===== src/cornet_bus_pkg.sv =====
// ----------------------------------------------------------------------
// Cornet memory-side types: core data requests, responses, write trace
// ----------------------------------------------------------------------

package cornet_bus_pkg;

   // one strobe at a time, each a single-cycle pulse
   typedef struct packed {
      logic        rd_byte;
      logic        rd_word;
      logic        wr_en;
      logic [15:0] addr;
      logic [7:0]  wr_data;
   } data_req_t;

   typedef struct packed {
      logic        ack;         // pulse, read data valid
      logic [7:0]  byte_data;
      logic [15:0] word_data;   // low byte from addr, high from addr+1
   } data_rsp_t;

   // write strobe as seen on the memory bus
   typedef struct packed {
      logic        valid;
      logic [15:0] addr;
      logic [7:0]  data;
   } mem_write_t;

endpackage


===== src/cornet_bus_unit.sv =====
// ----------------------------------------------------------------------
// Cornet bus unit: puts opcode fetches, byte and word reads and writes
// from the core onto the single memory bus, fetches first
// ----------------------------------------------------------------------
`timescale 1ns/1ps

module cornet_bus_unit (
   input  logic                      clk,
   input  logic                      reset_n,
   input  logic                      fetch_req,
   input  logic [15:0]               fetch_addr,
   output logic                      fetch_ack,
   output logic [7:0]                fetch_data,
   input  cornet_bus_pkg::data_req_t data_req,
   output cornet_bus_pkg::data_rsp_t data_rsp,
   output logic [15:0]               addr,
   output logic                      rd_req,
   input  logic [7:0]                rd_data,
   input  logic                      ready,
   output logic                      wr_en,
   output logic [7:0]                wr_data
);

   typedef enum logic [2:0] {
      BUS_IDLE,
      BUS_BYTE,
      BUS_WORD_L,
      BUS_WORD_H,
      BUS_FETCH
   } bus_state_e;

   bus_state_e  state;
   logic        fetch_pend;
   logic [15:0] fetch_addr_q;
   logic        rd_done;

   // memory answers once our request is gone and ready is back
   assign rd_done = ready && !rd_req;

   always_ff @(posedge clk)
   begin
      rd_req       <= 1'b0;
      wr_en        <= 1'b0;
      fetch_ack    <= 1'b0;
      data_rsp.ack <= 1'b0;
      if (fetch_req)
      begin
         fetch_pend   <= 1'b1;
         fetch_addr_q <= fetch_addr;
      end
      if (!reset_n)
      begin
         state      <= BUS_IDLE;
         fetch_pend <= 1'b0;
      end
      else
         case (state)
            BUS_IDLE:
               if (fetch_req || fetch_pend)
               begin
                  addr       <= fetch_req ? fetch_addr : fetch_addr_q;   // held until ack
                  rd_req     <= 1'b1;
                  fetch_pend <= 1'b0;
                  state      <= BUS_FETCH;
               end
               else if (data_req.rd_byte || data_req.rd_word)
               begin
                  addr   <= data_req.addr;
                  rd_req <= 1'b1;
                  state  <= data_req.rd_byte ? BUS_BYTE : BUS_WORD_L;
               end
               else if (data_req.wr_en)
               begin
                  addr    <= data_req.addr;
                  wr_data <= data_req.wr_data;
                  wr_en   <= 1'b1;
               end
            BUS_FETCH:
               if (rd_done)
               begin
                  fetch_data <= rd_data;
                  fetch_ack  <= 1'b1;
                  state      <= BUS_IDLE;
               end
            BUS_BYTE:
               if (rd_done)
               begin
                  data_rsp.byte_data <= rd_data;
                  data_rsp.ack       <= 1'b1;
                  state              <= BUS_IDLE;
               end
            BUS_WORD_L:
               if (rd_done)
               begin
                  data_rsp.word_data[7:0] <= rd_data;
                  addr                    <= addr + 16'd1;   // high byte next
                  rd_req                  <= 1'b1;
                  state                   <= BUS_WORD_H;
               end
            BUS_WORD_H:
               if (rd_done)
               begin
                  data_rsp.word_data[15:8] <= rd_data;
                  data_rsp.ack             <= 1'b1;
                  state                    <= BUS_IDLE;
               end
            default: state <= BUS_IDLE;
         endcase
   end

endmodule


===== config.mk =====
export PLATFORM = sky130hd
export DESIGN_NAME = cornet_bus_unit
export DESIGN_NICKNAME = d
export VERILOG_FILES = /design/src/cornet_bus_pkg.sv /design/src/cornet_bus_unit.sv
export SDC_FILE = /design/constraint.sdc
export NUM_CORES = 1
export LEC_CHECK = 0
export ABC_AREA = 0
export ABC_CLOCK_PERIOD_IN_PS = 2300
export BUFFER_PORTS_ARGS = -buffer_cell sky130_fd_sc_hd__buf_2
export CAP_MARGIN = 20
export CORE_MARGIN = 4
export CORE_UTILIZATION = 49
export DETAILED_ROUTE_END_ITERATION = 6
export PLACE_DENSITY = 0.79
export RECOVER_POWER = 50
export SLEW_MARGIN = 20
export SYNTH_ARGS = -nofsm -noshare
export SYNTH_HDL_FRONTEND = slang
export SYNTH_SLANG_ARGS = --single-unit

===== constraint.sdc =====
create_clock -name clk -period 2.3 [get_ports clk]
set_input_delay 0.345 -clock clk [delete_from_list [all_inputs] [get_ports clk]]
set_output_delay 0.345 -clock clk [all_outputs]
set_load 0.005 [all_outputs]

==> impl_metrics.json, run 1 <==
{
  "post_cts_buffers": 0,
  "pre_cts_slack_ps": 477,
  "setup_tns_ps": 0,
  "ys.flop_type": "edfxtp_1",
  "grt_pass1_wl_um": 11100,
  "place_congestion": 0.806,
  "setup-violations-final": 0,
  "crit_buf_inv": 0,
  "clkLatencyLatePin_ps": 350,
  "post_cts_resized": 0,
  "worst_slack_ps": 545,
  "cp-end-kind": "register",
  "diodes": 0,
  "port_buffers": 114,
  "wl_um": 6910,
  "syn_inst": 254,
  "powerDensity_nw_per_um2": 750,
  "grt_overflow_total": 0,
  "antenna_found_initial": 0,
  "ioPinCount": 115,
  "synth_area_leader_cell": "edfxtp_1",
  "slowest_delay_ps": 660,
  "fill_cells": 511,
  "grt_start_max_net_pins": 37,
  "maxCapViolations": 0,
  "cp.arrival_ps": 1740,
  "crit_required_ps": 2280,
  "rsz0062_at_grt": "no",
  "crit_type": "register to register",
  "grt_util_met3_pct": 4.92,
  "cp_slowest_cell": "o2111a_1",
  "busiest_layer": "met2",
  "synth_fp_nets": 310,
  "syn_to_final_growth_pct": 25.8,
  "cts-root-buf": "clkbuf_8",
  "dr.pass1.iters": 4,
  "yosysSeqAreaShare_pct": 65.9,
  "synth-seq-cells": 80,
  "ys_warn_count": 0,
  "path_cells": "nor2_1, nand2_1, o2111a_1",
  "layout_min_cycle_time_ps": 1750,
  "wl_per_cell_um": 15.0,
  "synth_edf_count": 56,
  "drive_above_1_share_pct": 30.5,
  "final_common_cell": "buf_2",
  "stdcell_area_um2": 4120,
  "ir_drop_uv": 415,
  "place_area_um2": 3970,
  "dieArea_um2": 8070,
  "avgSynthCellArea_um2": 12.9,
  "routed_via_density": 5.13,
  "nets": 434,
  "hp-class": "primary input to register",
  "max_slew_margin_pct": 52.6,
  "dr_total_vias": 2360,
  "worst_pin_slew_ps": 710,
  "cp-start-kind": "register",
  "yosysTopAreaCellShare_pct": 51.3,
  "cp_max_fo": 16,
  "route.detailed.drc": 0,
  "htreeDepth": 3,
  "clock_path_buffers": 2,
  "fin_crit_sh_pct": 76.3,
  "cts.reportedPaths.clkPinSlew_ps": 80,
  "track_usage_pct": 17.2,
  "synthArstFlopShare_pct": 0,
  "coreArea_um2": 6420,
  "fp.dieH_um": 89.8,
  "max_freq_ghz": 0.570,
  "hold_buffers": 0,
  "start_util_pct": 51.1,
  "synth_area_leaders": "edfxtp_1 (51%), dfxtp_1 (15%), mux2i_1 (5.8%)",
  "antenna_left": 0,
  "final_cell_mix": "buf_2 (84), edfxtp_1 (56), clkbuf_1 (32)",
  "grt_pass1_vias": 2279,
  "cp_top_family": "compound AO/OA/AOI/OAI gates",
  "cts_made_buffers": 9,
  "hold_violations": 0,
  "syn_area_um2": 3280,
  "place_hpwl_um": 5170,
  "fin_skew_ps": 5.49,
  "cts_tree": "done",
  "maxSlewViolCount": 0,
  "use_met2_pct": 30.0,
  "power_leakage_nw": 1.65,
  "cts.sinks": 80,
  "row_count": 29,
  "drtIter0Drc": 96,
  "synth.distinct_cells": 40,
  "die_w_um": 89.8,
  "status": "completed",
  "gr-usage-met1_pct": 19.5
}
==> routing by layer <==
metal,vias up,part of all wire (%)
li1,1173,-
met4,0,1.9
met5,-,0
met1,1091,41
met3,11,6.6
met2,85,50
==> path summary, 6_finish.rpt <==
| path | from | endpoint | slack (ps) | depth (start not counted) |
|---|---|---|---|---|
| setup / recovery | state[1] | addr[11] | 550 | 3 |
| hold / removal | data_req[7] | wr_data[7] | 170 | 1 |
| setup reg to reg | state[1] | addr[11] | 550 | 3 |
| hold reg to reg | fetch_addr_q[2] | fetch_addr_q[2] | 460 | 1 |
==> Yosys cell counts (5+ instances only) <==
library cell	n
a21oi_1	5
dfxtp_1	24
nand3_1	5
inv_1	13
nor2_1	14
xnor2_1	5
o21ai_1	17
edfxtp_1	56
nand2_1	27
mux2i_1	19
o21ai_0	8
xor2_1	6
clkbuf_1	6
==> state kept, by name, indices dropped and copies added (netlist names) <==
| name | flops |
|---|---|
| fetch_pend | 1 |
| fetch_addr_q | 16 |
| wr_data | 8 |
| fetch_ack | 1 |
| fetch_data | 8 |
| addr | 16 |
| rd_req | 1 |
| data_rsp | 25 |
| wr_en | 1 |
| state | 3 |
==> power breakdown <==
group	switching, mW	leakage (nW)	internal [mW]
Sequential	0.0679	0.713	1.63
Combinational	0.183	0.833	0.157
Clock	0.535	0.102	0.514
Total	0.786	1.65	2.30
==> layout make-up <==
type	instances	area [um^2]	area share [%]
clock buffer	9	124	3.00
clock inverter	7	80.1	1.94
inverter	13	48.8	1.18
multi-input combinational	151	1020	24.7
sequential	80	2160	52.4
tap	77	96.3	2.34
timing repair buffer	123	593	14.4
==> logic make-up (layout without fill, tap and decap cells) <==
logic type / after synthesis / after routing / share of synthesized area [%]
muxes: 25 / 25 / 7.86
adders and majority gates: 1 / 1 / 0.381
and+or+nand+nor: 70 / 70 / 11.7
xor gates and xnor gates: 11 / 11 / 2.94
buffers and inverters: 23 / 152 / 2.98
DFF: 80 / 80 / 65.9
AOI/OAI and AO/OA: 44 / 44 / 8.20
==> per-stage QoR <==
step,instances,hold slack [ps],power [mW],util [%]
floorplan,254,422,1.93,-
global placement,444,430,2.07,61.7
detailed placement,444,441,2.09,61.7
CTS,460,152,3.13,64.9
global route,460,146,3.25,64.2
finish,460,169,3.09,64.2
Note: power is estimated with default switching activity, not from simulation.
==> inputs of run 2 (changes only) <==
ABC_AREA = 1   (was 0)
ABC_CLOCK_PERIOD_IN_PS = 1540   (was 2300)
CORE_UTILIZATION = 45   (was 49)
PLACE_DENSITY = 0.76   (was 0.79)
clock period = 1.54 ns   (was 2.3 ns; I/O delays follow)
==> run 2 against run 1 <==
Core utilization shrank 3.8 points. Global-route usage rose by 1.5 points. Hold slack got worse by 120 ps. Critical path depth up 3. Critical path type unchanged. Largest power group unchanged.
==> impl_metrics.json, run 2 <==
{
  "status": "completed",
  "setup_tns_ps": 0,
  "cts_made_buffers": 9,
  "hp-class": "primary input to register",
  "final_cell_mix": "buf_2 (96), nand2_1 (78), edfxtp_1 (56)",
  "synth_area_leaders": "edfxtp_1 (50%), dfxtp_1 (14%), nand2_1 (8.8%)",
  "max_slew_margin_pct": 69.5,
  "yosysTopAreaCellShare_pct": 49.9,
  "grt_start_max_net_pins": 23,
  "crit_type": "register to register",
  "synth-seq-cells": 80,
  "syn_to_final_growth_pct": 30.0,
  "crit_start": "state[2]",
  "dieArea_um2": 8940,
  "fin_skew_ps": 6.16,
  "powerDensity_nw_per_um2": 1460,
  "cts_tree": "done",
  "wl_per_cell_um": 14.4,
  "synthArstFlopShare_pct": 0,
  "multi_input_area_um2": 1060,
  "largest_registers": "data_rsp x25, addr x16, fetch_addr_q x16",
  "antenna_found_initial": 0,
  "p_int_mw": 4.23,
  "grt_overflow_total": 0,
  "clock_path_buffers": 2,
  "r2r_start": "state[2]",
  "grt_pass1_vias": 2608,
  "synth_edf_count": 56,
  "start_util_pct": 46.5,
  "syn_area_um2": 3370,
  "synth_fp_nets": 384,
  "regMostFlops": "data_rsp",
  "rr_worst_depth": 6,
  "cp_max_fo": 9,
  "maxCapViolations": 0,
  "setup-violations-final": 0,
  "hold_depth": 1,
  "maxSlewViolCount": 0,
  "synth_common_cells": "nand2_1 (79), edfxtp_1 (56), nor2_1 (38), o21ai_0 (26), dfxtp_1 (24)",
  "avgSynthCellArea_um2": 10.3,
  "place_congestion": 0.881,
  "route.detailed.drc": 0,
  "htreeDepth": 3,
  "hold_slack_ps": 50.5,
  "cts.sinks": 80,
  "cp-start-kind": "register",
  "ioPinCount": 115,
  "layout_min_cycle_time_ps": 1510,
  "path_depth": 6,
  "ys.flop_type": "edfxtp_1",
  "crit_required_ps": 1640,
  "coreArea_um2": 7250,
  "clkPwrFrac_pct": 24.4,
  "dr.pass1.iters": 5,
  "crit_buf_inv": 3,
  "synth_area_leader_cell": "edfxtp_1",
  "cp_slowest_cell": "dfxtp_1",
  "antenna_left": 0,
  "synthMostInstantiatedCell": "nand2_1",
  "swShare_pct": 33.8,
  "cp.arrival_ps": 1610,
  "fill_cells": 611,
  "min-delay-start": "data_req[4]",
  "p_switching_mw": 2.16,
  "place_hpwl_um": 6060,
  "cp_top_family": "buffers and inverters",
  "fp.dieH_um": 94.5,
  "drive_above_1_share_pct": 33.7,
  "hold_violations": 0,
  "cts-root-buf": "clkbuf_8",
  "ys_warn_count": 0,
  "routed_via_density": 4.93,
  "yosysSeqAreaShare_pct": 64.1,
  "ir_drop_uv": 694,
  "largest_reg_flops": 25,
  "fin_crit_sh_pct": 98.2,
  "row_count": 31,
  "clkLatencyLatePin_ps": 350,
  "synth.distinct_cells": 33,
  "cts.reportedPaths.clkPinSlew_ps": 90,
  "p_seq_share_pct": 46.8,
  "diodes": 0,
  "final_common_cell": "buf_2",
  "slowest_delay_ps": 390,
  "wl_um": 8190,
  "grt_pass1_wl_um": 12600,
  "p_comb_share_pct": 28.8,
  "syn_inst": 328,
  "path_cells": "inv_2, nand3_2, buf_4, clkinvlp_4, o21ai_0, o22ai_1",
  "cp-end-kind": "register",
  "drtIter0Drc": 252,
  "nets": 520,
  "track_usage_pct": 18.7,
  "die_w_um": 94.5,
  "power_leakage_nw": 1.89,
  "dr_total_vias": 2802,
  "max_freq_ghz": 0.662,
  "port_buffers": 114,
  "regArea_um2": 2160,
  "worst_pin_slew_ps": 457
}
run 2: changes by cell type after synthesis, moves of 13 or more:
cell,delta
nand2_1,+52
o21ai_0,+18
nor2_1,+24
o21ai_1,-13
mux2i_1,-18
run 2: layout make-up:
type	count	area share, %
Clock inverter	7	1.74
Clock buffer	9	2.83
Multi-Input combinational cell	211	24.1
Inverter	28	2.54
Tap cell	99	2.83
Sequential cell	80	49.4
Timing Repair inverter	1	0.171
Timing Repair Buffer	133	16.4
run 2: cells by family after synthesis:
group	share of synthesized area, %
buf+inv	5.27
xor+xnor	0.520
fa+ha+maj	0.371
flops	64.1
simple gates	21.6
compound gates	7.83
mux	0.297
run 2: stage by stage:
step / power (mW) / util (%) / std cells / worst slack, ps / cell area (um^2)
3_5_place_dp: 4.73 / 57.2 / 548 / 4.20 / 4150
3_3_place_gp: 4.68 / 57.2 / 548 / 53.0 / 4150
4_1_cts: 6.29 / 60.1 / 564 / 11.2 / 4360
6_report: 6.39 / 60.4 / 568 / 28.3 / 4380
5_1_grt: 6.80 / 60.4 / 568 / -70.1 / 4380
2_1_floorplan: 4.02 / - / 328 / 11.9 / 3400
run 2: path summary, 6_finish.rpt:
check                           to  slack, ps
setup / recovery           addr[4]         30
hold / removal          wr_data[4]         50
setup reg to reg           addr[4]         30
hold reg to reg   fetch_addr_q[14]        450
run 2: power by group through the flow:
stage | logic, mW | registers [mW] | clock network (mW)
5_1_grt | 2.07 | 3.03 | 1.70
4_1_cts | 1.73 | 2.97 | 1.59
3_3_place_gp | 1.67 | 3.01 | 0
2_1_floorplan | 1.02 | 3.00 | 0
6_report | 1.84 | 2.99 | 1.56
3_5_place_dp | 1.70 | 3.02 | 0
run 2: per-layer routing:
layer / share of wire, % / up-vias / GRT usage [%] / routed length [um]
li1: - / 1387 / - / -
met1: 41 / 1267 / 24.4 / 3370
met2: 48 / 129 / 29.9 / 3960
met3: 8.1 / 19 / 4.54 / 665
met4: 2.4 / 0 / 7.57 / 199
met5: 0 / - / 0 / 0
run 2: what timing repair did:
action                                  CTS  global route
resized for setup                         2             9
cloned                                    0             1
setup buffers                             0             3
hold endpoints to repair                  0             0
pin swaps                                 0             1
endpoints found under the setup margin    2            35
hold buffers                              0             0
==> inputs of run 3 (changes only) <==
REMOVE_ABC_BUFFERS = 1   (was unset)
==> run 3 against run 2 <==
First-iteration DRC count fell by 36%. Critical endpoint is now addr[2]. Hold slack got worse by 5.6 ps. Sequential cell count did not move. Largest cell class unchanged. Power down 0.22%. Combinational power is 9.8% lower. Wire length shrank 3.8%. Largest power group unchanged. Global-route usage shrank 1.0 points. Clock-buffer cell count unchanged.
==> impl_metrics.json, run 3 (synthesis results as in run 2) <==
{
  "status": "completed",
  "p_switching_mw": 2.08,
  "port_buffers": 114,
  "final_cell_mix": "buf_2 (86), nand2_1 (78), edfxtp_1 (56)",
  "max_slew_margin_pct": 64.6,
  "maxSlewViolCount": 0,
  "fin_total_pwr_mw": 6.38,
  "cp-start-kind": "register",
  "swShare_pct": 32.6,
  "maxCapViolations": 0,
  "p_comb_share_pct": 26.0,
  "p_seq_share_pct": 46.8,
  "hold_depth": 1,
  "cts.reportedPaths.clkPinSlew_ps": 90,
  "rr_worst_depth": 7,
  "syn_to_final_growth_pct": 27.9,
  "grt_start_max_net_pins": 23,
  "max_freq_ghz": 0.674,
  "layout_min_cycle_time_ps": 1480,
  "rsz0062_at_grt": "yes",
  "cts_made_buffers": 9,
  "hold_buffers": 0,
  "fill_cells": 632,
  "grt_pass1_wl_um": 12000,
  "cp.arrival_ps": 1540,
  "grt_overflow_total": 0,
  "drtIter0Drc": 161,
  "p_int_mw": 4.30,
  "power_leakage_nw": 1.83,
  "final_cells": 564,
  "hold_violations": 0,
  "crit_required_ps": 1600,
  "fin_skew_ps": 9.98,
  "antenna_left": 0,
  "stdcell_area_um2": 4310,
  "diodes": 0,
  "setup_tns_ps": 0,
  "placed_cells": 547,
  "ir_drop_uv": 608,
  "place_hpwl_um": 5950,
  "nets": 516,
  "place_congestion": 0.870,
  "cp_max_fo": 8,
  "min-delay-start": "data_req[5]",
  "post_cts_buffers": 0,
  "htreeDepth": 3,
  "hold_slack_ps": 44.9,
  "worst_slack_ps": 56.1,
  "r2r_start": "state[1]",
  "clkPwrFrac_pct": 27.2,
  "start_util_pct": 46.5,
  "powerDensity_nw_per_um2": 1480,
  "fin_crit_sh_pct": 96.4,
  "dieArea_um2": 8940,
  "hp-class": "primary input to register",
  "clock_path_buffers": 2,
  "coreArea_um2": 7250,
  "largest_reg_flops": 25,
  "routed_via_density": 4.89,
  "route.detailed.drc": 0,
  "track_usage_pct": 17.6,
  "ioPinCount": 115,
  "r2r_end": "addr[2]",
  "die_w_um": 94.5,
  "min_to": "wr_data[5]",
  "worst_pin_slew_ps": 532,
  "cts-root-buf": "clkbuf_8",
  "cts_tree": "done",
  "antenna_found_initial": 0,
  "regMostFlops": "data_rsp",
  "r2r_slack_ps": 60,
  "cts.sinks": 80,
  "row_count": 31,
  "drive_above_1_share_pct": 30.3,
  "dr_total_vias": 2756,
  "wl_per_cell_um": 14.0,
  "post-route-util_pct": 59.4,
  "crit_type": "register to register",
  "largest_registers": "data_rsp x25, addr x16, fetch_addr_q x16",
  "dr.pass1.iters": 5,
  "grt_pass1_vias": 2501,
  "cp-end-kind": "register",
  "clkLatencyLatePin_ps": 350,
  "place_area_um2": 4110,
  "pre_cts_slack_ps": 7.43,
  "setup-violations-final": 0,
  "final_common_cell": "buf_2",
  "fp.dieH_um": 94.5,
  "wl_um": 7880
}
run 3: timing repair:
action | in CTS | in global routing
gates resized for setup | 1 | 9
gates cloned | 0 | 1
pin swaps | 0 | 0
endpoints found under the setup margin | 1 | 37
run 3: how the worst max path moves through the flow:
stage / startpoint / endpoint / slack, ps / cells after the start
detailed placement: fetch_req / wr_data[3] / 7 / 7
floorplan: state[0] / addr[0] / -850 / 5
CTS: state[0] / addr[2] / 20 / 6
global placement: fetch_req / wr_data[1] / 80 / 7
global route: state[2] / wr_data[0] / -20 / 6
finish: state[1] / addr[2] / 60 / 7
run 3: layout make-up:
type | count | area (um^2) | share of cell area, %
multi-input combinational | 211 | 1040 | 24.1
clock buffer | 9 | 124 | 2.87
timing repair buffer | 129 | 641 | 14.9
tap | 99 | 124 | 2.87
sequential | 80 | 2160 | 50.2
inverter | 28 | 109 | 2.52
clock inverter | 7 | 106 | 2.47
timing repair inverter | 1 | 7.51 | 0.174
run 3: power groups by stage:
stage	logic [mW]	clock network (mW)	registers (mW)
2_1_floorplan	0.937	0	3.00
3_3_place_gp	1.61	0	3.01
3_5_place_dp	1.64	0	3.02
4_1_cts	1.66	1.77	2.97
5_1_grt	1.89	1.88	3.02
6_report	1.66	1.74	2.98
run 3: metal layers:
layer | part of all wire (%) | track usage [%]
met5 | 0 | 0
met4 | 2.1 | 6.61
met3 | 7.4 | 4.54
met2 | 49 | 29.0
met1 | 41 | 22.4
run 3: worst max-delay path, cell delays in order, from the launching register on:
cell     delay, ps
dfxtp_1        400
inv_2           70
nand3_1        160
inv_2           90
nand2_4        100
nor2_1          60
nor2_2         120
buf_4          190
