`config.mk`:
```
export PLATFORM = sky130hd
export DESIGN_NAME = cornet_cpu
export DESIGN_NICKNAME = d
export VERILOG_FILES = /design/src/cornet_bus_pkg.sv /design/src/cornet_isa_pkg.sv /design/src/cornet_cpu.sv
export SDC_FILE = /design/constraint.sdc
export NUM_CORES = 1
export LEC_CHECK = 0
export ABC_AREA = 1
export ABC_CLOCK_PERIOD_IN_PS = 5100
export BUFFER_PORTS_ARGS = -buffer_cell sky130_fd_sc_hd__buf_2
export CAP_MARGIN = 20
export CORE_MARGIN = 2
export CORE_UTILIZATION = 55
export DETAILED_ROUTE_END_ITERATION = 6
export PLACE_DENSITY = 0.74
export SLEW_MARGIN = 10
export SYNTH_ARGS = -nofsm -noshare
export SYNTH_HDL_FRONTEND = slang
export SYNTH_SLANG_ARGS = --single-unit
```
`constraint.sdc`:
```
create_clock -name clk -period 5.1 [get_ports clk]
set_input_delay 0 -clock clk [delete_from_list [all_inputs] [get_ports clk]]
set_output_delay 0 -clock clk [all_outputs]
set_load 0.02 [all_outputs]
```
`src/cornet_bus_pkg.sv`:
```
// ----------------------------------------------------------------------
// Cornet memory-side types: core data requests, responses, write trace
// ----------------------------------------------------------------------

package cornet_bus_pkg;

   // one strobe at a time, each a single-cycle pulse
   typedef struct packed {
      logic        rd_byte;
      logic        rd_word;
      logic        wr_en;
      logic [15:0] addr;
      logic [7:0]  wr_data;
   } data_req_t;

   typedef struct packed {
      logic        ack;         // pulse, read data valid
      logic [7:0]  byte_data;
      logic [15:0] word_data;   // low byte from addr, high from addr+1
   } data_rsp_t;

   // write strobe as seen on the memory bus
   typedef struct packed {
      logic        valid;
      logic [15:0] addr;
      logic [7:0]  data;
   } mem_write_t;

endpackage

```
`src/cornet_isa_pkg.sv`:
```
// ----------------------------------------------------------------------
// Cornet ISA types for the opcode encodings and the executor and
// sequencer states
// ----------------------------------------------------------------------

package cornet_isa_pkg;

   localparam logic [15:0] RESET_VECTOR = 16'hFFFC;   // vector low byte with the high byte after it

   // 6502 encodings of the supported subset
   typedef enum logic [7:0] {
      OP_JMP       = 8'h4C,
      OP_STA_Z     = 8'h85,
      OP_STA_ABS   = 8'h8D,
      OP_STA_ABS_X = 8'h9D,
      OP_LDY_IMM   = 8'hA0,
      OP_LDX_IMM   = 8'hA2,
      OP_LDA_Z     = 8'hA5,
      OP_LDA_IMM   = 8'hA9,
      OP_LDA_ABS   = 8'hAD,
      OP_LDA_Z_Y   = 8'hB1,
      OP_LDA_ABS_Y = 8'hB9,
      OP_LDA_ABS_X = 8'hBD,
      OP_CPY_IMM   = 8'hC0,
      OP_INY       = 8'hC8,
      OP_CMP_IMM   = 8'hC9,
      OP_BNE       = 8'hD0,
      OP_CPX_IMM   = 8'hE0,
      OP_INC_Z     = 8'hE6,
      OP_INX       = 8'hE8,
      OP_INC_ABS   = 8'hEE,
      OP_BEQ       = 8'hF0
   } opcode_e;

   // micro-operation held by the executor
   typedef enum logic [5:0] {
      IS_NOP, IS_RESET, IS_JMP, IS_BRANCH, IS_NO_BRANCH,
      IS_LDA, IS_LDX, IS_LDY,
      IS_LDA_Z, IS_LDA_Z_Y, IS_LDA_ABS, IS_LDA_ABS_X, IS_LDA_ABS_Y, IS_LDA_ADDR,
      IS_INX, IS_INY, IS_CMP, IS_CPX, IS_CPY,
      IS_STA, IS_STA_Z, IS_STA_ABS, IS_STA_ABS_X, IS_STA_ADDR,
      IS_STM, IS_STM_ADDR,
      IS_INC_Z, IS_INC_ABS, IS_INC_ADDR
   } inst_state_e;

   typedef enum logic [2:0] {
      SEQ_WAIT,
      SEQ_RESET,
      SEQ_FETCH,
      SEQ_LOAD_INST,
      SEQ_EXECUTE,
      SEQ_EXECUTE_WAIT
   } seq_state_e;

endpackage

```
`src/cornet_cpu.sv`:
```
// ----------------------------------------------------------------------
// Cornet CPU core: minimal 6502 subset with sequencer, decoder and
// executor working on A, X, Y, M, PC and the zero flag
// ----------------------------------------------------------------------
`timescale 1ns/1ps

module cornet_cpu (
   input  logic                     clk,
   input  logic                     reset_n,
   output logic                     fetch_req,
   output logic [15:0]              fetch_addr,
   input  logic                     fetch_ack,
   input  logic [7:0]               fetch_data,
   output cornet_bus_pkg::data_req_t data_req,
   input  cornet_bus_pkg::data_rsp_t data_rsp
);

   import cornet_isa_pkg::*;

   seq_state_e  seq_state;
   inst_state_e inst_state;
   inst_state_e next_op;      // follow-up access requested by the executor
   opcode_e     reg_i;
   logic [15:0] pc;
   logic [15:0] pc_next;
   logic [15:0] pc_seq;
   logic [1:0]  pc_delta;     // instruction length
   logic [15:0] op_addr;      // effective address
   logic [7:0]  reg_a;
   logic [7:0]  reg_x;
   logic [7:0]  reg_y;
   logic [7:0]  reg_m;
   logic        flag_z;
   logic        inst_done;

   assign pc_seq = pc + {14'd0, pc_delta};

   // sequencer
   always_ff @(posedge clk)
   begin
      fetch_req <= 1'b0;
      if (!reset_n)
         seq_state <= SEQ_WAIT;
      else
         case (seq_state)
            SEQ_WAIT:  seq_state <= SEQ_RESET;
            SEQ_RESET: seq_state <= SEQ_EXECUTE_WAIT;   // vector read runs as an instruction
            SEQ_FETCH:
            begin
               fetch_req  <= 1'b1;
               fetch_addr <= pc;
               seq_state  <= SEQ_LOAD_INST;
            end
            SEQ_LOAD_INST:
               if (fetch_ack)
               begin
                  reg_i     <= opcode_e'(fetch_data);
                  seq_state <= SEQ_EXECUTE;
               end
            SEQ_EXECUTE: seq_state <= SEQ_EXECUTE_WAIT;
            SEQ_EXECUTE_WAIT:
               if (inst_done)
               begin
                  pc        <= pc_next;
                  seq_state <= SEQ_FETCH;
               end
            default: seq_state <= SEQ_WAIT;
         endcase
   end

   // decoder, issues operand and effective address accesses
   always_ff @(posedge clk)
   begin
      data_req.rd_byte <= 1'b0;
      data_req.rd_word <= 1'b0;
      data_req.wr_en   <= 1'b0;
      if (!reset_n)
         inst_state <= IS_NOP;
      else if (seq_state == SEQ_RESET)
      begin
         data_req.rd_word <= 1'b1;
         data_req.addr    <= RESET_VECTOR;
         inst_state       <= IS_RESET;
      end
      else if (seq_state == SEQ_EXECUTE)
      begin
         data_req.addr <= pc + 16'd1;   // operand follows the opcode
         case (reg_i)
            OP_JMP:       inst_state <= IS_JMP;
            OP_LDA_IMM:   inst_state <= IS_LDA;
            OP_LDX_IMM:   inst_state <= IS_LDX;
            OP_LDY_IMM:   inst_state <= IS_LDY;
            OP_LDA_Z:     inst_state <= IS_LDA_Z;
            OP_LDA_Z_Y:   inst_state <= IS_LDA_Z_Y;
            OP_LDA_ABS:   inst_state <= IS_LDA_ABS;
            OP_LDA_ABS_X: inst_state <= IS_LDA_ABS_X;
            OP_LDA_ABS_Y: inst_state <= IS_LDA_ABS_Y;
            OP_STA_Z:     inst_state <= IS_STA_Z;
            OP_STA_ABS:   inst_state <= IS_STA_ABS;
            OP_STA_ABS_X: inst_state <= IS_STA_ABS_X;
            OP_CMP_IMM:   inst_state <= IS_CMP;
            OP_CPX_IMM:   inst_state <= IS_CPX;
            OP_CPY_IMM:   inst_state <= IS_CPY;
            OP_INX:       inst_state <= IS_INX;
            OP_INY:       inst_state <= IS_INY;
            OP_INC_Z:     inst_state <= IS_INC_Z;
            OP_INC_ABS:   inst_state <= IS_INC_ABS;
            OP_BEQ:       inst_state <= flag_z ? IS_BRANCH : IS_NO_BRANCH;
            OP_BNE:       inst_state <= flag_z ? IS_NO_BRANCH : IS_BRANCH;
            default:      inst_state <= IS_NOP;   // unknown opcode
         endcase
         // operand size and instruction length
         case (reg_i)
            OP_LDA_IMM, OP_LDX_IMM, OP_LDY_IMM, OP_LDA_Z, OP_LDA_Z_Y,
            OP_STA_Z, OP_CMP_IMM, OP_CPX_IMM, OP_CPY_IMM, OP_INC_Z:
            begin
               data_req.rd_byte <= 1'b1;
               pc_delta         <= 2'd2;
            end
            OP_JMP, OP_LDA_ABS, OP_LDA_ABS_X, OP_LDA_ABS_Y,
            OP_STA_ABS, OP_STA_ABS_X, OP_INC_ABS:
            begin
               data_req.rd_word <= 1'b1;
               pc_delta         <= 2'd3;
            end
            OP_BEQ:
            begin
               data_req.rd_byte <= flag_z;   // offset only needed when taken
               pc_delta         <= 2'd2;
            end
            OP_BNE:
            begin
               data_req.rd_byte <= !flag_z;
               pc_delta         <= 2'd2;
            end
            default: pc_delta <= 2'd1;
         endcase
      end
      else if (seq_state == SEQ_FETCH)
         inst_state <= IS_NOP;
      else
         case (next_op)
            IS_LDA_Z_Y:
            begin
               data_req.rd_word <= 1'b1;   // pointer from zero page
               data_req.addr    <= op_addr;
               inst_state       <= IS_LDA_ABS_Y;
            end
            IS_LDA_ADDR:
            begin
               data_req.rd_byte <= 1'b1;
               data_req.addr    <= op_addr;
               inst_state       <= IS_LDA;
            end
            IS_INC_ADDR:
            begin
               data_req.rd_byte <= 1'b1;
               data_req.addr    <= op_addr;
               inst_state       <= IS_INC_ADDR;
            end
            IS_STA_ADDR:
            begin
               data_req.wr_en   <= 1'b1;
               data_req.addr    <= op_addr;
               data_req.wr_data <= reg_a;
               inst_state       <= IS_STA;
            end
            IS_STM_ADDR:
            begin
               data_req.wr_en   <= 1'b1;   // INC write back
               data_req.addr    <= op_addr;
               data_req.wr_data <= reg_m;
               inst_state       <= IS_STM;
            end
            default: ;
         endcase
   end

   // executor
   always_ff @(posedge clk)
   begin
      inst_done <= 1'b0;
      next_op   <= IS_NOP;
      if (reset_n && !inst_done && seq_state == SEQ_EXECUTE_WAIT)
      begin
         // no memory data needed
         case (inst_state)
            IS_NOP, IS_STA, IS_STM, IS_NO_BRANCH:
            begin
               pc_next   <= pc_seq;
               inst_done <= 1'b1;
            end
            IS_INX:
            begin
               reg_x     <= reg_x + 8'd1;
               flag_z    <= reg_x == 8'hFF;
               pc_next   <= pc_seq;
               inst_done <= 1'b1;
            end
            IS_INY:
            begin
               reg_y     <= reg_y + 8'd1;
               flag_z    <= reg_y == 8'hFF;
               pc_next   <= pc_seq;
               inst_done <= 1'b1;
            end
            default: ;
         endcase

         if (data_rsp.ack)
            case (inst_state)
               IS_RESET:
               begin
                  reg_a     <= 8'd0;
                  reg_x     <= 8'd0;
                  pc_next   <= data_rsp.word_data;
                  inst_done <= 1'b1;
               end
               IS_LDA:
               begin
                  reg_a     <= data_rsp.byte_data;
                  flag_z    <= data_rsp.byte_data == 8'd0;
                  pc_next   <= pc_seq;
                  inst_done <= 1'b1;
               end
               IS_LDX:
               begin
                  reg_x     <= data_rsp.byte_data;
                  pc_next   <= pc_seq;
                  inst_done <= 1'b1;
               end
               IS_LDY:
               begin
                  reg_y     <= data_rsp.byte_data;
                  pc_next   <= pc_seq;
                  inst_done <= 1'b1;
               end
               IS_CMP, IS_CPX, IS_CPY:
               begin
                  flag_z    <= data_rsp.byte_data == (inst_state == IS_CMP ? reg_a :
                                                      inst_state == IS_CPX ? reg_x : reg_y);
                  pc_next   <= pc_seq;
                  inst_done <= 1'b1;
               end
               IS_INC_ADDR:
               begin
                  reg_m   <= data_rsp.byte_data + 8'd1;
                  flag_z  <= data_rsp.byte_data == 8'hFF;
                  next_op <= IS_STM_ADDR;
               end
               IS_INC_Z:
               begin
                  op_addr <= {8'd0, data_rsp.byte_data};
                  next_op <= IS_INC_ADDR;
               end
               IS_INC_ABS:
               begin
                  op_addr <= data_rsp.word_data;
                  next_op <= IS_INC_ADDR;
               end
               IS_LDA_Z_Y:
               begin
                  op_addr <= {8'd0, data_rsp.byte_data};
                  next_op <= IS_LDA_Z_Y;
               end
               IS_LDA_Z:
               begin
                  op_addr <= {8'd0, data_rsp.byte_data};
                  next_op <= IS_LDA_ADDR;
               end
               IS_LDA_ABS:
               begin
                  op_addr <= data_rsp.word_data;
                  next_op <= IS_LDA_ADDR;
               end
               IS_LDA_ABS_X, IS_LDA_ABS_Y:
               begin
                  op_addr <= data_rsp.word_data +
                             {8'd0, inst_state == IS_LDA_ABS_X ? reg_x : reg_y};
                  next_op <= IS_LDA_ADDR;
               end
               IS_STA_Z:
               begin
                  op_addr <= {8'd0, data_rsp.byte_data};
                  next_op <= IS_STA_ADDR;
               end
               IS_STA_ABS:
               begin
                  op_addr <= data_rsp.word_data;
                  next_op <= IS_STA_ADDR;
               end
               IS_STA_ABS_X:
               begin
                  op_addr <= data_rsp.word_data + {8'd0, reg_x};
                  next_op <= IS_STA_ADDR;
               end
               IS_JMP:
               begin
                  pc_next   <= data_rsp.word_data;
                  inst_done <= 1'b1;
               end
               IS_BRANCH:
               begin
                  // signed offset relative to the next instruction
                  pc_next   <= pc + 16'd2 + {{8{data_rsp.byte_data[7]}}, data_rsp.byte_data};
                  inst_done <= 1'b1;
               end
               default: ;
            endcase
      end
   end

endmodule

```
==> parameters.txt, run 1 <==
Parameter                              Value

Critical path
  Beginning of the critical path    inst_state[3]$_SDFFE_PP0P_
  Nature of the critical path endpoint    flop
  Worst setup path category    flop to flop
  Worst EP arrival    3.53 ns
  Number of cells on the worst reg-to-reg path    20
  Launching point of the worst reg2reg path    inst_state[3]$_SDFFE_PP0P_
  Required time of the worst setup path    5.29 ns
  Reg-to-Reg End    op_addr[12]$_DFFE_PP_
  Slack of the worst reg-to-reg path    1.76 ns
  Sort of element at the start of the critical path    flop
  CP Max Fanout    17
  Critical path destination    op_addr[12]$_DFFE_PP_

Clocking
  Num Clock Sinks    149
  Total of cells resized after clock tree synthesis    0
  Worst-skew pair later-pin latency    0.44 ns
  Number of H-tree levels    4
  Register clock-pin slew on the reported worst setup and hold paths    0.07 ns
  TritonCTS clock tree    done
  Inserted Clock Buffers    17
  Library cell used as clock root buffer    clkbuf_16
  Longest Clk Path Bufs    2

Yosys
  Cell area after synthesis    9600 µm²
  Count of state elements after synthesis    149
  Sequential area share after synthesis    44.7%
  Proportion of register bits with asynchronous set or reset after synthesis    0%
  Cell type with the highest aggregate area in the netlist    edfxtp_1
  Yosys top cell area share    41.0%
  Main flop type after synthesis    edfxtp_1
  Count of different cell masters after synthesis    57
  Top post-synthesis cells by area    edfxtp_1, nand2_1, ha_1
  Top cells by instance count after synthesis    nand2_1, inv_1, nor2_1
  Net Count, Synth    1245
  Cells after synthesis    1160
  Most used standard cell by instance count after synthesis    nand2_1
  Number of synthesized flops with an enable pin    131
  Number of synthesis warnings    0
  Mean Syn Cell Area    8.27 µm²

GRT
  Vias in the first global route    7887
  Wire length of the first global-routing pass    41.3 mm
  Pin count of the biggest net entering global routing    35
  Number of antenna violations at the first check in global routing    0
  GR Overflow Total    0
  Overall fraction of global-route tracks in use    29.4%

Job
  Max cap viols    0

Layout
  Design Area, Final    11100 µm²
  Cell Count, Final, Fillers Out    1515
  Area added between synthesis and finish    15.7%
  Antenna diodes    0
  Number of nets at the end of the flow    1362
  Layout cell share with drive strength beyond 1    12.5%

Timing
  FMAX    0.299 GHz
  Post-route minimum period    3.34 ns
  Final setup violation count    0
  Skew final    0.00803 ns
  Final slew viol count    0
  Worst slew margin relative to its limit    52.3%
  Number of hold-slack violations in the final timing report    0
  Measured slew at the worst slew-check pin    0.711 ns
  Final-layout setup total negative slack    0 ns
  Period Utilization, post-route    65.6%
  RSZ-0062 raised after global routing    false

Placement
  Count of input and output buffers    79
  Placement Cell Area    10300 µm²
  Cell total after placement    1456
  Placer Congestion    1.01
  HPWL Detailed    20.0 mm

Power
  Maximum ir drop on the vdd rail    260 µV
  Design Power    3.30 mW
  Pwr/cell area    298 nW/µm²
  Static Leakage    4.75 nW

Worst hold path
  Hold Path Class    primary input to flop

Drt
  Vias/cell    5.76
  First-pass iteration count of the detailed router    5
  Remaining antenna violation count    0
  Routed wire length    26.3 mm
  Via count    8730
  Detailed-route wire length per cell    17.4 µm
  DRC marker count from the first detailed-route iteration    1025
  Total DRC errors in the routed layout    0

Status
  Status    complete, no violations

Die
  Boundary Pins    80
  Area of the die    18500 µm²
  Row count    48
  Height of the chip    136 µm
  Core region area    17200 µm²
  Die Wd    136 µm
  Initial standard-cell utilization of the core    55.9%
## flip-flops by register name (all words and copies together), names as in the netlist, 16 cells and up
name	count
data_req	27
fetch_addr	16
op_addr	16
pc	16
pc_next	16
## metal layers
| layer | GRT usage (%) | wire [µm] |
|---|---|---|
| met2 | 42.9 | 11300 |
| met3 | 6.56 | 2710 |
| met4 | 9.20 | 537 |
| met5 | 0 | 0 |
| met1 | 43.4 | 11700 |
## area by class of cell
class | instances | area (µm²)
fillers | 1513 | 6070
multi-input cells | 833 | 4620
flip-flops and latches | 149 | 4290
repair buffers | 113 | 716
inverters | 163 | 614
clock buffers | 17 | 425
well taps | 225 | 282
clock inverters | 15 | 146
## logic make-up (layout without fill, tap and decap cells)
group | after synthesis | after routing | share of synthesized area (%)
AOI/OAI and AO/OA | 200 | 200 | 12.6
adders and majority gates | 49 | 49 | 6.62
and+or+nand+nor | 545 | 545 | 25.2
muxes | 4 | 4 | 0.469
buffers and inverters | 178 | 308 | 7.16
xor gates and xnor gates | 35 | 35 | 3.19
DFF | 149 | 149 | 44.7
## worst max-delay path, cell delays in order, from the launching register on
cell and delay [ns]:
dfxtp_1 0.57, nand2_1 0.15, nor2_2 0.17, inv_1 0.10
o22ai_1 0.12, buf_4 0.22, nand2_1 0.07, o21ai_0 0.08
ha_1 0.19, inv_1 0.05, fa_1 0.39, inv_1 0.07
nand3_1 0.06, nand2_1 0.12, nand3_1 0.09, nand3_1 0.11
nand2_1 0.10, inv_1 0.13, nand4_1 0.10, o21ai_0 0.16
a21oi_1 0.06
## metrics by stage
| stage | util, % | setup WS (ns) | hold WS [ns] |
|---|---|---|---|
| after global placement | 59.7 | 1.90 | 0.177 |
| after CTS | 64.6 | 1.79 | 0.000895 |
| final | 64.6 | 1.76 | 0.0105 |
| after floorplan | - | 1.10 | 0.0989 |
| after detailed placement | 59.7 | 1.82 | 0.178 |
| after global routing | 64.6 | 1.47 | 0.00764 |
## timing repair
| action | CTS | global route |
|---|---|---|
| hold buffers | 26 | 0 |
| buffers inserted | 0 | 0 |
| endpoints found under the hold margin | 31 | 0 |
## report_power, final
part	leakage [nW]	switching, mW	internal [mW]	total [mW]
Clock	0.274	0.545	0.683	1.23
Combinational	3.15	0.438	0.207	0.645
Sequential	1.33	0.0275	1.40	1.43
Total	4.75	1.01	2.29	3.30
## how the worst min path moves through the flow
stage / from / slack (ns) / end / depth (start not counted)
2_1_floorplan: fetch_data[0] / 0.1 / reg_i[0]$_DFFE_PP_ / 0
3_3_place_gp: fetch_data[2] / 0.18 / reg_i[2]$_DFFE_PP_ / 1
5_1_grt: data_rsp[22] / 0.008 / reg_m[6]$_DFFE_PP_ / 2
3_5_place_dp: fetch_data[7] / 0.18 / reg_i[7]$_DFFE_PP_ / 1
4_1_cts: data_rsp[11] / 0.0009 / op_addr[11]$_DFFE_PP_ / 3
6_report: data_rsp[22] / 0.01 / reg_m[6]$_DFFE_PP_ / 2
## cell usage in the layout (no fill, tap or decap), types with 30 or more instances in the layout
master	synthesis	layout
a21oi_1	63	63
buf_2	4	79
edfxtp_1	131	131
ha_1	46	46
inv_1	149	149
nand2_1	235	235
nand3_1	86	86
nor2_1	141	140
nor3_1	31	30
o21ai_0	59	59
No activity file was read; power rests on OpenSTA's default activity.
==> run 2, diff against run 1 <==
Settings changed: ABC_AREA 1 to 0, ABC_CLOCK_PERIOD_IN_PS 5100 to 3250.
Clock period 5.1 ns to 3.25 ns, I/O delays scaled along.
==> run 2 against run 1 <==
Compared with the run above: synthesized cell count shrank 11%; routed wire length up 8.1%; maximum frequency is 6.2% higher; first-iteration DRC count decreased by 12%; sequential cell count unchanged; clock-buffer cell count is the same; critical path type unchanged; highest routed layer unchanged.
==> parameters.txt, run 2 <==
Parameter                              Value

Status
  Status    complete, no violations

Yosys
  Compound-cell area share of the yosys netlist    18.6%
  Combinational family with the most area after synthesis    compound AO/OA/AOI/OAI gates
  Count of state elements after synthesis    149
  Net Count, Synth    1122
  Proportion of register bits with asynchronous set or reset after synthesis    0%
  Share of cell area taken by muxes after synthesis    3.37%
  Sequential area share after synthesis    42.4%
  Cells after synthesis    1037
  Share of synthesized cell area in and, or, nand and nor gates    18.4%
  Top post-synthesis cells by area    edfxtp_1, ha_1, nand2_1
  Cell type with the highest aggregate area in the netlist    edfxtp_1
  Number of synthesized flops with an enable pin    131
  Mean Syn Cell Area    9.77 µm²
  Share of synthesized cell area in full adder, half adder and majority cells    6.57%
  Main flop type after synthesis    edfxtp_1
  Cell area after synthesis    10100 µm²
  Count of different cell masters after synthesis    87
  Top cells by instance count after synthesis    edfxtp_1, nand2_1, nor2_1
  Post-Synth XOR/XNOR Area    6.31%
  Yosys top cell area share    38.8%
  Number of synthesis warnings    0
  Most used standard cell by instance count after synthesis    edfxtp_1

Clocking
  Library cell used as clock root buffer    clkbuf_16
  TritonCTS clock tree    done
  Number of H-tree levels    4
  Num Clock Sinks    149
  Inserted Clock Buffers    17
  Worst-skew pair later-pin latency    0.44 ns
  Register clock-pin slew on the reported worst setup and hold paths    0.07 ns
  Longest Clk Path Bufs    2

Critical path
  Worst setup path category    flop to flop
  Delay contributed by the slowest stage of the critical path    0.35 ns
  CP Max Fanout    5
  Slack of the worst reg-to-reg path    0.10 ns
  Critical path depth in cells    16
  Nature of the critical path endpoint    flop
  Cell type of the slowest stage on the worst timing path    dfxtp_2
  Crit path buffers/inverters    3
  Series of cell instances along the critical path    nor2b_4 -> inv_1 -> nor3_2 -> o21ai_2 -> mux2_2 -> ha_1 -> inv_1 -> fa_2 -> nor2b_2 -> o21ai_2 -> a21boi_2 -> o21a_1 -> o211ai_1 -> buf_4 -> a2111o_1 -> o21ai_0
  Number of cells on the worst reg-to-reg path    16
  Sort of element at the start of the critical path    flop
  Cell family with the largest share of critical-path delay    compound AO/OA/AOI/OAI gates
  Required time of the worst setup path    3.52 ns
  Worst EP arrival    3.42 ns

Die
  Boundary Pins    80
  Initial standard-cell utilization of the core    56.2%
  Area of the die    19500 µm²
  Row count    49
  Core region area    18000 µm²
  Die Wd    140 µm
  Height of the chip    140 µm

GRT
  Overall fraction of global-route tracks in use    29.1%
  GR Overflow Total    0
  Wire length of the first global-routing pass    44.6 mm
  Pin count of the biggest net entering global routing    36
  Vias in the first global route    8169
  Number of antenna violations at the first check in global routing    0

Timing
  Final-layout setup total negative slack    0 ns
  Worst Setup Slack, final    0.103 ns
  Final setup violation count    0
  Skew final    0.0124 ns
  Measured slew at the worst slew-check pin    0.805 ns
  Final slew viol count    0
  Period Utilization, post-route    96.8%
  Worst slew margin relative to its limit    46.3%
  Number of hold-slack violations in the final timing report    0
  FMAX    0.318 GHz
  Post-route minimum period    3.15 ns

Power
  Maximum ir drop on the vdd rail    402 µV
  Design Power    4.78 mW
  Pwr/cell area    409 nW/µm²
  Static Leakage    4.35 nW

Job
  Max cap viols    0

Layout
  Area added between synthesis and finish    15.3%
  Largest Register    data_req
  Leading cell types in the layout, fill and taps excluded    edfxtp_1, nand2_1, buf_2
  Antenna diodes    0
  Most common cell after layout, fill and taps aside    edfxtp_1
  Layout cell share with drive strength beyond 1    19.2%
  Flip-flop count of the largest register after layout    27
  Number of nets at the end of the flow    1227

Placement
  Count of input and output buffers    79
  HPWL Detailed    20.5 mm
  Placer Congestion    0.934
  Worst-case setup slack after placement    -0.0728 ns

Drt
  Total DRC errors in the routed layout    0
  Remaining antenna violation count    0
  Via count    8882
  Routed wire length    28.5 mm
  Detailed-route wire length per cell    20.6 µm
  First-pass iteration count of the detailed router    5
  DRC marker count from the first detailed-route iteration    904
  Vias/cell    6.42

Worst hold path
  Cell depth of the worst min-delay path    3
  Hold Path Class    primary input to flop
run 2: changes by cell type in the layout (fill, tap and decap cells not counted), moves of 17 or more:
| cell | before | now |
|---|---|---|
| nand3_1 | 86 | 23 |
| nand2b_1 | 0 | 18 |
| buf_4 | 8 | 48 |
| a22oi_1 | 3 | 20 |
| inv_1 | 149 | 30 |
| nand2_1 | 235 | 101 |
| nor2_1 | 140 | 77 |
| xnor2_1 | 6 | 43 |
| and3_1 | 0 | 20 |
run 2: through the flow:
stage	hold WS (ns)	utilization [%]	instance area, µm²	instances
detailed placement	0.178	60.2	10800	1329
floorplan	0.0989	-	10100	1037
finish	0.0199	64.8	11700	1384
CTS	0.00727	64.7	11700	1384
global placement	0.177	60.2	10800	1329
global route	0.0120	64.8	11700	1384
run 2: repair_timing:
item / CTS / global route
setup endpoints to repair: 4 / 7
hold buffers: 21 / 0
pin swaps: 2 / 5
gates resized for setup: 3 / 12
setup buffers: 2 / 0
endpoints found under the hold margin: 23 / 0
run 2: layout make-up:
cell class	count	area, µm²
fill	1496	6340
multi-input combinational	795	5450
sequential	149	4300
timing repair buffer	148	966
clock buffer	17	425
tap	229	287
clock inverter	15	146
inverter	31	116
run 2: final timing paths:
path | from | end
worst min-delay path | data_rsp[5] | op_addr[5]$_DFFE_PP_
worst max register to register | inst_state[3]$_SDFFE_PP0P_ | op_addr[8]$_DFFE_PP_
worst min register to register | pc_next[4]$_DFFE_PP_ | pc[4]$_DFFE_PP_
worst max-delay path | inst_state[3]$_SDFFE_PP0P_ | op_addr[8]$_DFFE_PP_
run 2: logic make-up (layout without fill, tap and decap cells):
kind of cell    after synthesis  count (layout)
compound gates              277             277
xor+xnor                     73              73
fa+ha+maj                    52              52
buf+inv                      93             211
flops                       149             149
mux                          30              30
simple gates                363             363
run 2: where the power goes:
part | internal [mW] | switching (mW) | leakage, nW
sequential | 2.13 | 0.0289 | 1.34
clock | 1.07 | 0.853 | 0.280
combinational | 0.267 | 0.430 | 2.74
total | 3.47 | 1.31 | 4.35
run 2: tightest hold or removal path, cell delays in order:
cell	delay [ns]
buf_2	0.12
a22oi_1	0.10
o21ai_0	0.11
run 2: metal layers:
metal	share of wire (%)	vias to the layer above	track usage [%]
met3	6.8	72	4.09
met2	48	389	47.8
li1	-	4102	-
met4	3.8	0	12.8
met1	41	4319	38.5
met5	0	-	0
